**src/logic/ucnt_pkg.sv**
```systemverilog
// ============================
// Shared widths, register map, FIFO depth,
// STATUS bit positions and Wishbone word views
// ============================
`default_nettype none

package ucnt_pkg;

   // Counter and reload value width
   localparam int CNT_W = 16;
   // Wishbone data and address width
   localparam int WB_W = 32;
   // Logic analyzer and interrupt port widths
   localparam int LA_W = 128;
   localparam int IRQ_W = 3;

   // Reload queue, pointers wrap naturally at this depth
   localparam int FIFO_DEPTH = 4;
   localparam int PTR_W = 2;
   // Level counts 0 up to FIFO_DEPTH
   localparam int LVL_W = 3;
   localparam logic [LVL_W-1:0] LVL_FULL = LVL_W'(FIFO_DEPTH);

   // Word offsets, taken from address bits 3:2
   localparam int ADR_LSB = 2;
   localparam int ADR_W = 2;
   localparam logic [ADR_W-1:0] REG_CTRL = 2'd0;
   localparam logic [ADR_W-1:0] REG_LOAD = 2'd1;
   localparam logic [ADR_W-1:0] REG_COUNT = 2'd2;
   localparam logic [ADR_W-1:0] REG_STATUS = 2'd3;

   // STATUS layout, level field starts at bit 0
   localparam int ST_LVL_LSB = 0;
   localparam int ST_FULL = 3;
   localparam int ST_EMPTY = 4;
   localparam int ST_OVF = 5;

   // CTRL register, restart and ovf_clr clear themselves
   typedef struct packed {
      logic [WB_W-5:0] rsvd;
      logic            ovf_clr;
      logic            restart;
      logic            irq_en;
      logic            enable;
   } ctrl_word_t;

   // Write data seen as control word or as raw word holding a reload value
   typedef union packed {
      ctrl_word_t      ctrl;
      logic [WB_W-1:0] raw;
   } wb_word_u;

endpackage

`default_nettype wire
```
**src/logic/ctrl_if.sv**
```systemverilog
// ============================
// Control and status bundle between
// the register block and the counter
// ============================
`timescale 1ns/1ps
`default_nettype none

interface ctrl_if;

   // Levels from the register block
   logic enable;
   logic irq_en;
   // One-cycle restart strobe
   logic restart;

   // Counter state back towards the register block
   logic [ucnt_pkg::CNT_W-1:0] count;
   // High for one cycle after a terminal count reload
   logic wrap;

   // Register block side
   modport regs (
      output enable,
      output irq_en,
      output restart,
      input  count,
      input  wrap
   );

   // Counter side
   modport cnt (
      input  enable,
      input  irq_en,
      input  restart,
      output count,
      output wrap
   );

endinterface

`default_nettype wire

```
**src/logic/user_counter_top.sv**
```systemverilog
// ============================
// User-area counter top: Wishbone,
// GPIO, LA and IRQ ports
// ============================
`timescale 1ns/1ps
`default_nettype none

module user_counter_top (
   input  wire                              wb_clk_i,
   input  wire                              arst_n_i,
   // Wishbone classic slave, full-word accesses only
   input  wire                              wbs_stb_i,
   input  wire                              wbs_cyc_i,
   input  wire                              wbs_we_i,
   input  wire  [ucnt_pkg::WB_W-1:0]        wbs_adr_i,
   input  wire  [ucnt_pkg::WB_W-1:0]        wbs_dat_i,
   output logic                             wbs_ack_o,
   output logic [ucnt_pkg::WB_W-1:0]        wbs_dat_o,
   // GPIO
   output logic [ucnt_pkg::CNT_W-1:0]       io_out_o,
   output logic [ucnt_pkg::CNT_W-1:0]       io_oeb_o,
   // Logic analyzer mirror of the count
   output logic [ucnt_pkg::LA_W-1:0]        la_data_o,
   // Only bit 0 is used
   output logic [ucnt_pkg::IRQ_W-1:0]       irq_o
);

   // FIFO write side
   logic                         push;
   logic [ucnt_pkg::CNT_W-1:0]   push_data;
   logic                         full;
   logic [ucnt_pkg::LVL_W-1:0]   level;
   // FIFO read side
   logic                         pop;
   logic [ucnt_pkg::CNT_W-1:0]   head;
   logic                         empty;
   logic                         cnt_irq;

   ctrl_if ctrl_bus ();

   // Producer
   wb_regs u_wb_regs (
      .wb_clk_i    (wb_clk_i),
      .arst_n_i    (arst_n_i),
      .wbs_stb_i   (wbs_stb_i),
      .wbs_cyc_i   (wbs_cyc_i),
      .wbs_we_i    (wbs_we_i),
      .wbs_adr_i   (wbs_adr_i),
      .wbs_dat_i   (wbs_dat_i),
      .wbs_ack_o   (wbs_ack_o),
      .wbs_dat_o   (wbs_dat_o),
      .push_o      (push),
      .push_data_o (push_data),
      .full_i      (full),
      .level_i     (level),
      .ctrl        (ctrl_bus.regs)
   );

   // Reload queue
   cmd_fifo u_cmd_fifo (
      .wb_clk_i    (wb_clk_i),
      .arst_n_i    (arst_n_i),
      .push_i      (push),
      .push_data_i (push_data),
      .pop_i       (pop),
      .head_o      (head),
      .empty_o     (empty),
      .full_o      (full),
      .level_o     (level)
   );

   // Consumer
   io_counter u_io_counter (
      .wb_clk_i (wb_clk_i),
      .arst_n_i (arst_n_i),
      .head_i   (head),
      .empty_i  (empty),
      .pop_o    (pop),
      .io_out_o (io_out_o),
      .io_oeb_o (io_oeb_o),
      .irq_o    (cnt_irq),
      .ctrl     (ctrl_bus.cnt)
   );

   // Count zero-extended onto the LA outputs
   assign la_data_o = {{(ucnt_pkg::LA_W - ucnt_pkg::CNT_W){1'b0}}, ctrl_bus.count};

   // Upper interrupt lines unused
   assign irq_o = {{(ucnt_pkg::IRQ_W - 1){1'b0}}, cnt_irq};

endmodule

`default_nettype wire

```
**src/logic/io_counter.sv**
```systemverilog
// ============================
// Counter with FIFO reload, restart,
// wrap interrupt and output enables
// ============================
`timescale 1ns/1ps
`default_nettype none

module io_counter (
   input  wire                              wb_clk_i,
   input  wire                              arst_n_i,
   // Reload FIFO read side
   input  wire  [ucnt_pkg::CNT_W-1:0]       head_i,
   input  wire                              empty_i,
   output logic                             pop_o,
   // Pads
   output logic [ucnt_pkg::CNT_W-1:0]       io_out_o,
   output logic [ucnt_pkg::CNT_W-1:0]       io_oeb_o,
   // Wrap interrupt gated by irq_en
   output logic                             irq_o,
   // Control from the register block
   ctrl_if.cnt                              ctrl
);

   logic [ucnt_pkg::CNT_W-1:0] count_q;
   logic [ucnt_pkg::CNT_W-1:0] reload;
   logic                       tc;
   logic                       take_tc;
   logic                       take;
   logic                       wrap_q;
   logic                       irq_q;
   logic                       oeb_q;

   // Terminal count is all ones
   assign tc = &count_q;

   // Restart wins over terminal count
   assign take_tc = ctrl.enable & tc & ~ctrl.restart;
   assign take = ctrl.restart | take_tc;

   // Empty queue reloads zero
   assign reload = empty_i ? '0 : head_i;

   // Pop exactly when a queued value is consumed
   assign pop_o = take & ~empty_i;

   always_ff @(posedge wb_clk_i or negedge arst_n_i) begin
      if (!arst_n_i) begin
         count_q <= '0;
         wrap_q <= 1'b0;
         irq_q <= 1'b0;
         // Pads stay tristated while in reset
         oeb_q <= 1'b1;
      end else begin
         oeb_q <= 1'b0;
         // Wrap marks terminal reloads only
         wrap_q <= take_tc;
         irq_q <= take_tc & ctrl.irq_en;
         if (take) begin
            count_q <= reload;
         end else if (ctrl.enable) begin
            count_q <= count_q + 1'b1;
         end
      end
   end

   assign ctrl.count = count_q;
   assign ctrl.wrap = wrap_q;

   assign io_out_o = count_q;
   assign io_oeb_o = {ucnt_pkg::CNT_W{oeb_q}};
   assign irq_o = irq_q;

   // FIFO status must agree with what the counter consumes
   a_pop_nonempty: assert property (
      @(posedge wb_clk_i) disable iff (!arst_n_i)
      pop_o |-> !empty_i
   );

endmodule

`default_nettype wire

```
**src/logic/cmd_fifo.sv**
```systemverilog
// ============================
// Reload-value FIFO with level,
// full and empty flags
// ============================
`timescale 1ns/1ps
`default_nettype none

module cmd_fifo (
   input  wire                              wb_clk_i,
   input  wire                              arst_n_i,
   // Write side from the register block
   input  wire                              push_i,
   input  wire  [ucnt_pkg::CNT_W-1:0]       push_data_i,
   // Read side towards the counter
   input  wire                              pop_i,
   output logic [ucnt_pkg::CNT_W-1:0]       head_o,
   // Status
   output logic                             empty_o,
   output logic                             full_o,
   output logic [ucnt_pkg::LVL_W-1:0]       level_o
);

   // Storage
   logic [ucnt_pkg::CNT_W-1:0] mem_q [ucnt_pkg::FIFO_DEPTH];

   logic [ucnt_pkg::PTR_W-1:0] wr_ptr_q;
   logic [ucnt_pkg::PTR_W-1:0] rd_ptr_q;
   logic [ucnt_pkg::LVL_W-1:0] level_q;

   always_ff @(posedge wb_clk_i) begin
      if (push_i) begin
         mem_q[wr_ptr_q] <= push_data_i;
      end
   end

   // Pointers and level
   always_ff @(posedge wb_clk_i or negedge arst_n_i) begin
      if (!arst_n_i) begin
         wr_ptr_q <= '0;
         rd_ptr_q <= '0;
         level_q <= '0;
      end else begin
         if (push_i) begin
            wr_ptr_q <= wr_ptr_q + 1'b1;
         end
         if (pop_i) begin
            rd_ptr_q <= rd_ptr_q + 1'b1;
         end
         // Push and pop together leave the level alone
         case ({push_i, pop_i})
            2'b10: level_q <= level_q + 1'b1;
            2'b01: level_q <= level_q - 1'b1;
            default: level_q <= level_q;
         endcase
      end
   end

   // Head is read without a pop, the counter decides when to take it
   assign head_o = mem_q[rd_ptr_q];

   assign empty_o = (level_q == '0);
   assign full_o = (level_q == ucnt_pkg::LVL_FULL);
   assign level_o = level_q;

   // Register block must drop LOAD writes once full
   a_no_push_full: assert property (
      @(posedge wb_clk_i) disable iff (!arst_n_i)
      push_i |-> !full_o
   );

   // Counter must fall back to zero instead of popping an empty queue
   a_no_pop_empty: assert property (
      @(posedge wb_clk_i) disable iff (!arst_n_i)
      pop_i |-> !empty_o
   );

   a_level_range: assert property (
      @(posedge wb_clk_i) disable iff (!arst_n_i)
      level_q <= ucnt_pkg::LVL_FULL
   );

endmodule

`default_nettype wire

```
**src/logic/wb_regs.sv**
```systemverilog
// ============================
// Wishbone slave: CTRL, LOAD, COUNT
// and STATUS registers, overflow flag
// ============================
`timescale 1ns/1ps
`default_nettype none

module wb_regs (
   input  wire                              wb_clk_i,
   input  wire                              arst_n_i,
   // Wishbone classic slave
   input  wire                              wbs_stb_i,
   input  wire                              wbs_cyc_i,
   input  wire                              wbs_we_i,
   input  wire  [ucnt_pkg::WB_W-1:0]        wbs_adr_i,
   input  wire  [ucnt_pkg::WB_W-1:0]        wbs_dat_i,
   output logic                             wbs_ack_o,
   output logic [ucnt_pkg::WB_W-1:0]        wbs_dat_o,
   // Reload FIFO write side
   output logic                             push_o,
   output logic [ucnt_pkg::CNT_W-1:0]       push_data_o,
   input  wire                              full_i,
   input  wire  [ucnt_pkg::LVL_W-1:0]       level_i,
   // Control towards the counter
   ctrl_if.regs                             ctrl
);

   logic                         valid;
   logic                         req;
   logic                         wr_ctrl;
   logic                         wr_load;
   logic [ucnt_pkg::ADR_W-1:0]   word_sel;
   ucnt_pkg::wb_word_u           wdat;
   ucnt_pkg::ctrl_word_t         ctrl_rd;
   logic [ucnt_pkg::WB_W-1:0]    rd_mux;

   logic                         ack_q;
   logic                         enable_q;
   logic                         irq_en_q;
   logic                         restart_q;
   logic                         ovf_q;
   logic [ucnt_pkg::WB_W-1:0]    rd_q;

   // Request is live while both cyc and stb are high
   assign valid = wbs_cyc_i & wbs_stb_i;
   // First cycle of a request, ack goes out on the next edge
   assign req = valid & ~ack_q;

   // Word offset from address bits 3:2
   assign word_sel = wbs_adr_i[ucnt_pkg::ADR_LSB +: ucnt_pkg::ADR_W];

   // Same write word, decoded per target register
   assign wdat = wbs_dat_i;

   assign wr_ctrl = req & wbs_we_i & (word_sel == ucnt_pkg::REG_CTRL);
   assign wr_load = req & wbs_we_i & (word_sel == ucnt_pkg::REG_LOAD);

   // LOAD push lands in the FIFO on the ack edge
   // A full queue drops the value
   assign push_o = wr_load & ~full_i;
   assign push_data_o = wdat.raw[ucnt_pkg::CNT_W-1:0];

   // CTRL readback keeps only the stored levels
   always_comb begin
      ctrl_rd = '0;
      ctrl_rd.enable = enable_q;
      ctrl_rd.irq_en = irq_en_q;
   end

   // Read mux, all fields zero-extended
   always_comb begin
      rd_mux = '0;
      case (word_sel)
         ucnt_pkg::REG_CTRL: begin
            rd_mux = ctrl_rd;
         end
         ucnt_pkg::REG_COUNT: begin
            rd_mux[ucnt_pkg::CNT_W-1:0] = ctrl.count;
         end
         ucnt_pkg::REG_STATUS: begin
            rd_mux[ucnt_pkg::ST_LVL_LSB +: ucnt_pkg::LVL_W] = level_i;
            rd_mux[ucnt_pkg::ST_FULL] = full_i;
            rd_mux[ucnt_pkg::ST_EMPTY] = (level_i == '0);
            rd_mux[ucnt_pkg::ST_OVF] = ovf_q;
         end
         default: begin
            // LOAD is write only
            rd_mux = '0;
         end
      endcase
   end

   // Ack, control levels, restart strobe and overflow
   always_ff @(posedge wb_clk_i or negedge arst_n_i) begin
      if (!arst_n_i) begin
         ack_q <= 1'b0;
         enable_q <= 1'b0;
         irq_en_q <= 1'b0;
         restart_q <= 1'b0;
         ovf_q <= 1'b0;
      end else begin
         // Single-cycle ack, no wait states
         ack_q <= req;
         // Restart high only in the cycle after the ack edge
         restart_q <= wr_ctrl & wdat.ctrl.restart;
         if (wr_ctrl) begin
            enable_q <= wdat.ctrl.enable;
            irq_en_q <= wdat.ctrl.irq_en;
         end
         // Sticky until software clears it
         if (wr_load & full_i) begin
            ovf_q <= 1'b1;
         end else if (wr_ctrl & wdat.ctrl.ovf_clr) begin
            ovf_q <= 1'b0;
         end
      end
   end

   // Read data sampled with the request, valid while ack is high
   always_ff @(posedge wb_clk_i) begin
      if (req & ~wbs_we_i) begin
         rd_q <= rd_mux;
      end else begin
         rd_q <= '0;
      end
   end

   assign wbs_ack_o = ack_q;
   assign wbs_dat_o = rd_q;

   assign ctrl.enable = enable_q;
   assign ctrl.irq_en = irq_en_q;
   assign ctrl.restart = restart_q;

   // Every ack is a lone pulse, so the master sees each access once
   a_ack_single: assert property (
      @(posedge wb_clk_i) disable iff (!arst_n_i)
      wbs_ack_o |=> !wbs_ack_o
   );

endmodule

`default_nettype wire

```
**config.mk**
```make
export PLATFORM = sky130hd
export DESIGN_NAME = user_counter_top
export DESIGN_NICKNAME = d
export VERILOG_FILES = /design/src/logic/ucnt_pkg.sv /design/src/logic/ctrl_if.sv /design/src/logic/user_counter_top.sv /design/src/logic/io_counter.sv /design/src/logic/cmd_fifo.sv /design/src/logic/wb_regs.sv
export SDC_FILE = /design/constraint.sdc
export NUM_CORES = 1
export LEC_CHECK = 0
export BUFFER_PORTS_ARGS = -buffer_cell sky130_fd_sc_hd__buf_4
export CAP_MARGIN = 30
export CORE_MARGIN = 3
export CORE_UTILIZATION = 47
export DETAILED_ROUTE_END_ITERATION = 8
export PLACE_DENSITY_LB_ADDON = 0.2
export SYNTH_ARGS = -nofsm -noshare
export SYNTH_HDL_FRONTEND = slang
export SYNTH_SLANG_ARGS = --single-unit
```
**constraint.sdc**
```tcl
create_clock -name wb_clk_i -period 3.3 [get_ports wb_clk_i]
set_clock_uncertainty 0.2 [all_clocks]
set_input_delay 0.66 -clock wb_clk_i [delete_from_list [all_inputs] [get_ports wb_clk_i]]
set_output_delay 0.66 -clock wb_clk_i [all_outputs]
set_load 0.02 [all_outputs]
```
Word-level counts from Yosys, hierarchy flattened
Memory sizes are Yosys's and may differ from the RTL's.
Index checks and enable logic that the tools add are counted.

storage, ports and cells
  RAM bits = 64
  memories = 1
  output and inout port bits = 196
  bits of input ports = 69
  register bits after elaboration = 62
  logic and storage cells = 62

cells by class
  mux-type cells = 9
  equality and inequality tests = 6
  add/subtract/negate cells = 5
  reductions and logical operators = 7
  bitwise logic cells = 20

memory list
  memory            depth  width  rd ports  clocked after memory_dff  write ports  RTL line        RTL
  u_cmd_fifo.mem_q  4      16     1         0                         1            cmd_fifo.sv:24  logic [ucnt_pkg::CNT_W-1:0] mem_q [ucnt_pkg::FIFO_DEPTH];

operators with widths
  cell                     number
  $mux W16                 3
  $pmux W6 S3              1
  $add A16 B1 Y16 const B  1
  $reduce_and A16 Y1       1
  $and A1 B1 Y1            14
  $eq A2 B2 Y1 const B     3
  $pmux W3 S2              1
  $reduce_bool A2 Y1       3
  $not A1 Y1               5
  $add A2 B1 Y2 const B    2
  $eq A2 B1 Y1 const B     2
  $mux W1                  4
  $add A3 B1 Y3 const B    1
  $eq A3 B3 Y1 const B     1
  $logic_not A3 Y1         1
  $sub A3 B1 Y3 const B    1
  $logic_not A2 Y1         1
  $reduce_and A2 Y1        1
  $or A1 B1 Y1             1

Depth between registers and ports, before layout
  depth after elaboration = 7
  depth in mapped cells = 11
  mapped depth without buffers = 11

Cells and area by module
A second synthesis with hierarchy kept.

unflattened totals
  cells, all modules = 481
  area, all modules = 6080.8 µm²

by module, submodules not included
  module            sequential area each (µm²)  area each (µm²)  cells each  times used
  cmd_fifo          2097.0                      2748.9           120         1
  io_counter        476.7                       1426.4           144         1
  wb_regs           445.4                       1038.5           101         1
  user_counter_top  0.0                         867.1            116         1

Least setup slack after synthesis
Ideal clock, no wire load.

  path type = flip-flop to flip-flop
  start = reg u_io_counter.count_q, in the netlist u_io_counter.ctrl.count[0]
  end = reg u_cmd_fifo.level_q, in the netlist u_cmd_fifo.level_o[2]
  slack = 495 ps
  setup time = 79 ps
  data arrival time = 2526 ps
  path buffers = 0
  cell stages (with the launch flop) = 12
  data required time = 3021 ps
  clock period less this slack = 2805 ps
  path through = dfrtp_1 -> ha_1 -> nand4_1 -> nor4_4 -> o21ai_0 -> inv_1 -> ha_1 -> inv_1 -> fa_1 -> xor2_1 -> nor2_1 -> xor2_1

on the way
  word-level cells in the longest chain between the ends = 7
  elaborated cells between the ends (all ways) = 9
  classes of those cells = eq/ne (2); mux (1); bitwise (4); reduce/logical (2)

RTL lines
  item                                               RTL line                RTL
  from (decl)                                        io_counter.sv:24        logic [ucnt_pkg::CNT_W-1:0] count_q;
  from (signal assigned)                             io_counter.sv:59        count_q <= reload;
  from (signal assigned)                             io_counter.sv:61        count_q <= count_q + 1'b1;
  $reduce_and A16 Y1 (*)                             io_counter.sv:34        assign tc = &count_q;
  $and A1 B1 Y1 (*) (2 in series)                    io_counter.sv:37        assign take_tc = ctrl.enable & tc & ~ctrl.restart;
  $or A1 B1 Y1 (*)                                   io_counter.sv:38        assign take = ctrl.restart | take_tc;
  $and A1 B1 Y1 (*)                                  io_counter.sv:44        assign pop_o = take & ~empty_i;
  named net pop                                      user_counter_top.sv:34  logic pop;
  $eq A2 B1 Y1 or $eq A2 B2 Y1 (tied branches)       cmd_fifo.sv:50          case ({push_i, pop_i})
  $pmux W3 S2 or $reduce_bool A2 Y1 (tied branches)  --
  to (signal assigned)                               cmd_fifo.sv:51          2'b10: level_q <= level_q + 1'b1;
  to (signal assigned)                               cmd_fifo.sv:52          2'b01: level_q <= level_q - 1'b1;
  to (signal assigned)                               cmd_fifo.sv:53          default: level_q <= level_q;
  to (decl)                                          cmd_fifo.sv:28          logic [ucnt_pkg::LVL_W-1:0] level_q;

Mark *: on every way through the listed nets, which the timed path passes. The rest lies on a longest branch.
A chain may end at the register's enable or synchronous reset.

Worst setup path after layout
  start = reg u_io_counter.count_q, in the netlist u_io_counter.ctrl.count[5]
  end = reg u_cmd_fifo.level_q, in the netlist u_cmd_fifo.level_o[2]

Same word-level chain as after synthesis.

==> impl_metrics.py <==
metrics = {
    "critical_path": {
        "critical_path_required_ps": 3360,
        "cpPeakStageDelay_ps": 600,
        "crit_start": "u_io_counter.ctrl.count[5]$_DFFE_PN0P_",
        "timing.rr.start": "u_io_counter.ctrl.count[5]$_DFFE_PN0P_",
        "cp_max_fo": 8,
        "crit_cells": 10,
        "r2r_slack_ps": 580,
        "startpoint_type": "register",
        "reg2regPathDepth": 10,
        "r2r-end": "u_cmd_fifo.level_o[2]$_DFFE_PN0P_",
        "end_kind": "register",
        "cp_cell_sequence": "nand4_4 -> nor4_4 -> o21ai_0 -> inv_1 -> ha_1 -> inv_1 -> fa_1 -> xor2_1 -> nor2_1 -> xor2_1",
        "crit_family": "simple AND/OR/NAND/NOR gates",
        "cp_slowest_cell": "dfrtp_1",
        "crit_buf_inv": 2,
        "crit_arrival_ps": 2780,
        "timing_worst_setup_path_type": "reg -> reg",
    },
    "routing": {
        "route.top_layer_used": "met4",
        "drt_pass1_iterations": 4,
        "drc": 0,
        "wl_per_cell_um": 14.9,
        "vias": 2920,
        "ant_nets": 0,
        "met1_length_um": 3990,
        "drtIter0Drc": 144,
        "wl_um": 9880,
        "wl_met2_um": 5180,
        "vias_per_cell": 4.39,
        "met3WireLength_um": 586,
    },
    "logic_synthesis": {
        "yosys_warnings": 0,
        "synth_cell_types": 41,
        "synth_seq_cells": 110,
        "syn-cell-area_um2": 5740,
        "ys_seq_area_frac": 0.521,
        "synth_cells": 453,
        "synth_top_area_cell": "edfxtp_1",
        "synth.avg_cell_area_um2": 12.7,
        "yosys-top-cells-area": "edfxtp_1 33%, buf_4 21%, dfrtp_1 13%, mux4_2 6.3%, dfxtp_1 5.6%",
        "synth_top_cell_area_share": 0.335,
    },
    "clock_network": {
        "hold_buffers": 0,
        "cts_resized": 0,
        "ctsLongestPathBuffers": 2,
        "cts_tree": "done",
        "htreeDepth": 3,
        "cts.sinks": 110,
        "postCtsSetupRepairBufs": 0,
        "cts_made_buffers": 9,
        "path_clk_slew_ps": 80,
        "clock_latency_ps": 340,
        "cts_root_buf": "clkbuf_16",
    },
    "sta": {
        "hold_ws_ps": 44.2,
        "max_freq_ghz": 0.368,
        "finalSetupTns_ps": 0,
        "grt_setup_unrepaired": "no",
        "fin_crit_sh": 0.824,
        "hold_viol": 0,
        "finalSetupViolCount": 0,
        "worst_slew_pin_slew_ps": 765,
        "max_slew_margin": 0.490,
        "slew_viol_final": 0,
        "min_period_ps": 2720,
    },
    "cells_and_area": {
        "nNetsFinal": 593,
        "layout_commonest_cell": "conb_1",
        "fill_cells": 1009,
        "multiInputGateArea_um2": 1900,
        "drive_gt1_frac": 0.266,
        "areaGrowthSynthToFinish_pct": 6.97,
        "diodes": 0,
        "final-seq-area_um2": 2990,
        "final_cell_mix": "131 x conb_1, 97 x buf_4, 64 x edfxtp_1",
    },
    "floorplan": {
        "start_util": 0.492,
        "fp.dieW_um": 117,
        "core.rowCount": 39,
        "dieArea_um2": 13600,
        "core_um2": 11700,
        "fp.dieH_um": 117,
        "pin_count": 265,
    },
    "global_route": {
        "grt_antenna_before_repair": 0,
        "grt_pass1_vias": 2679,
        "grt_max_degree": 31,
        "overflow": 0,
        "grt_pass1_wl_um": 14500,
        "grtUsageTotal": 0.141,
    },
    "power_and_ir_drop": {
        "p_leak_nw": 2.77,
        "vdd_drop_max_mv": 0.302,
        "powerDensity_nw_per_um2": 682,
    },
    "run_status": {
        "status": "completed",
    },
    "run": {
        "drv_cap": 0,
    },
    "placement": {
        "gp_congestion": 0.699,
        "port_buffers": 88,
        "place_hpwl_um": 7260,
    },
    "worst_hold_path": {
        "hold_path_class": "in -> async",
    },
}
-- sequential cells by signal, summed over array words and instances (netlist names), 2 cells and up --
register	cells
u_wb_regs.wbs_dat_o	16
u_cmd_fifo.rd_ptr_q	2
u_cmd_fifo.wr_ptr_q	2
u_cmd_fifo.mem_q	64
u_cmd_fifo.level_o	3
u_io_counter.ctrl.count	16
-- report_power, final --
part | internal [mW] | leakage [nW] | total, mW | switching (mW)
registers | 1.59 | 1.08 | 1.81 | 0.227
logic | 0.562 | 1.55 | 1.33 | 0.763
clock network | 0.535 | 0.143 | 1.05 | 0.515
total | 2.68 | 2.77 | 4.19 | 1.50
-- area by class of cell --
class                           instances  share of cell area
Sequential cell                       110               0.487
Multi-Input combinational cell        288               0.309
Timing Repair Buffer                   97               0.119
Clock buffer                            9              0.0367
Tap cell                              143              0.0291
Clock inverter                          7              0.0122
Inverter                               11             0.00672
-- routing by layer --
metal  vias up  global-route usage
li1       1387                   -
met4         0              0.0375
met5         -                   0
met3        12              0.0316
met1      1408               0.183
met2       113               0.241
-- metrics by stage --
stage                      util  setup WS [ps]  instance area (um2)  total power, mW  std cells
after floorplan               -            495                 6230             2.92        583
after global placement    0.501            570                 5840             3.17        649
after detailed placement  0.501            550                 5840             3.19        649
after CTS                 0.527            541                 6140             4.24        665
after global routing      0.527            345                 6140             4.43        665
final                     0.527            581                 6140             4.19        665
-- cell families after synthesis --
family          share of synthesized area
compound gates                    0.00850
xor+xnor                           0.0320
fa+ha+maj                          0.0166
buf+inv                             0.233
flops                               0.521
mux                                 0.109
other cells                      0.000653
simple gates                       0.0791
-- cells in the mapped netlist --
cell / instances
a21oi_1: 1
a22o_1: 1
a22oi_1: 2
and2_1: 14
and3_1: 1
and3b_2: 1
buf_1: 2
buf_12: 1
buf_2: 2
buf_4: 164
buf_6: 1
clkbuf_1: 4
conb_1: 1
dfrtp_1: 29
dfstp_2: 1
dfxtp_1: 16
edfxtp_1: 64
fa_1: 1
ha_1: 6
inv_1: 11
mux2_2: 5
mux2i_1: 21
mux4_2: 16
nand2_1: 22
nand2b_1: 1
nand3_1: 3
nand3b_1: 3
nand4_1: 7
nand4_4: 1
nor2_1: 9
nor2_4: 1
nor3_1: 7
nor3b_1: 1
nor4_1: 6
nor4_4: 1
o211ai_1: 1
o21ai_0: 1
o21bai_1: 1
or3_1: 2
xnor2_1: 15
xor2_1: 6
-- how the worst max path moves through the flow --
stage	slack [ps]	to
CTS	540	u_cmd_fifo.level_o[2]$_DFFE_PN0P_
finish	580	u_cmd_fifo.level_o[2]$_DFFE_PN0P_
global route	340	u_cmd_fifo.level_o[2]$_DFFE_PN0P_
global placement	570	u_cmd_fifo.level_o[2]$_DFFE_PN0P_
detailed placement	550	u_cmd_fifo.level_o[2]$_DFFE_PN0P_
floorplan	490	u_cmd_fifo.level_o[2]$_DFFE_PN0P_
(Power assumes the default switching activity.)
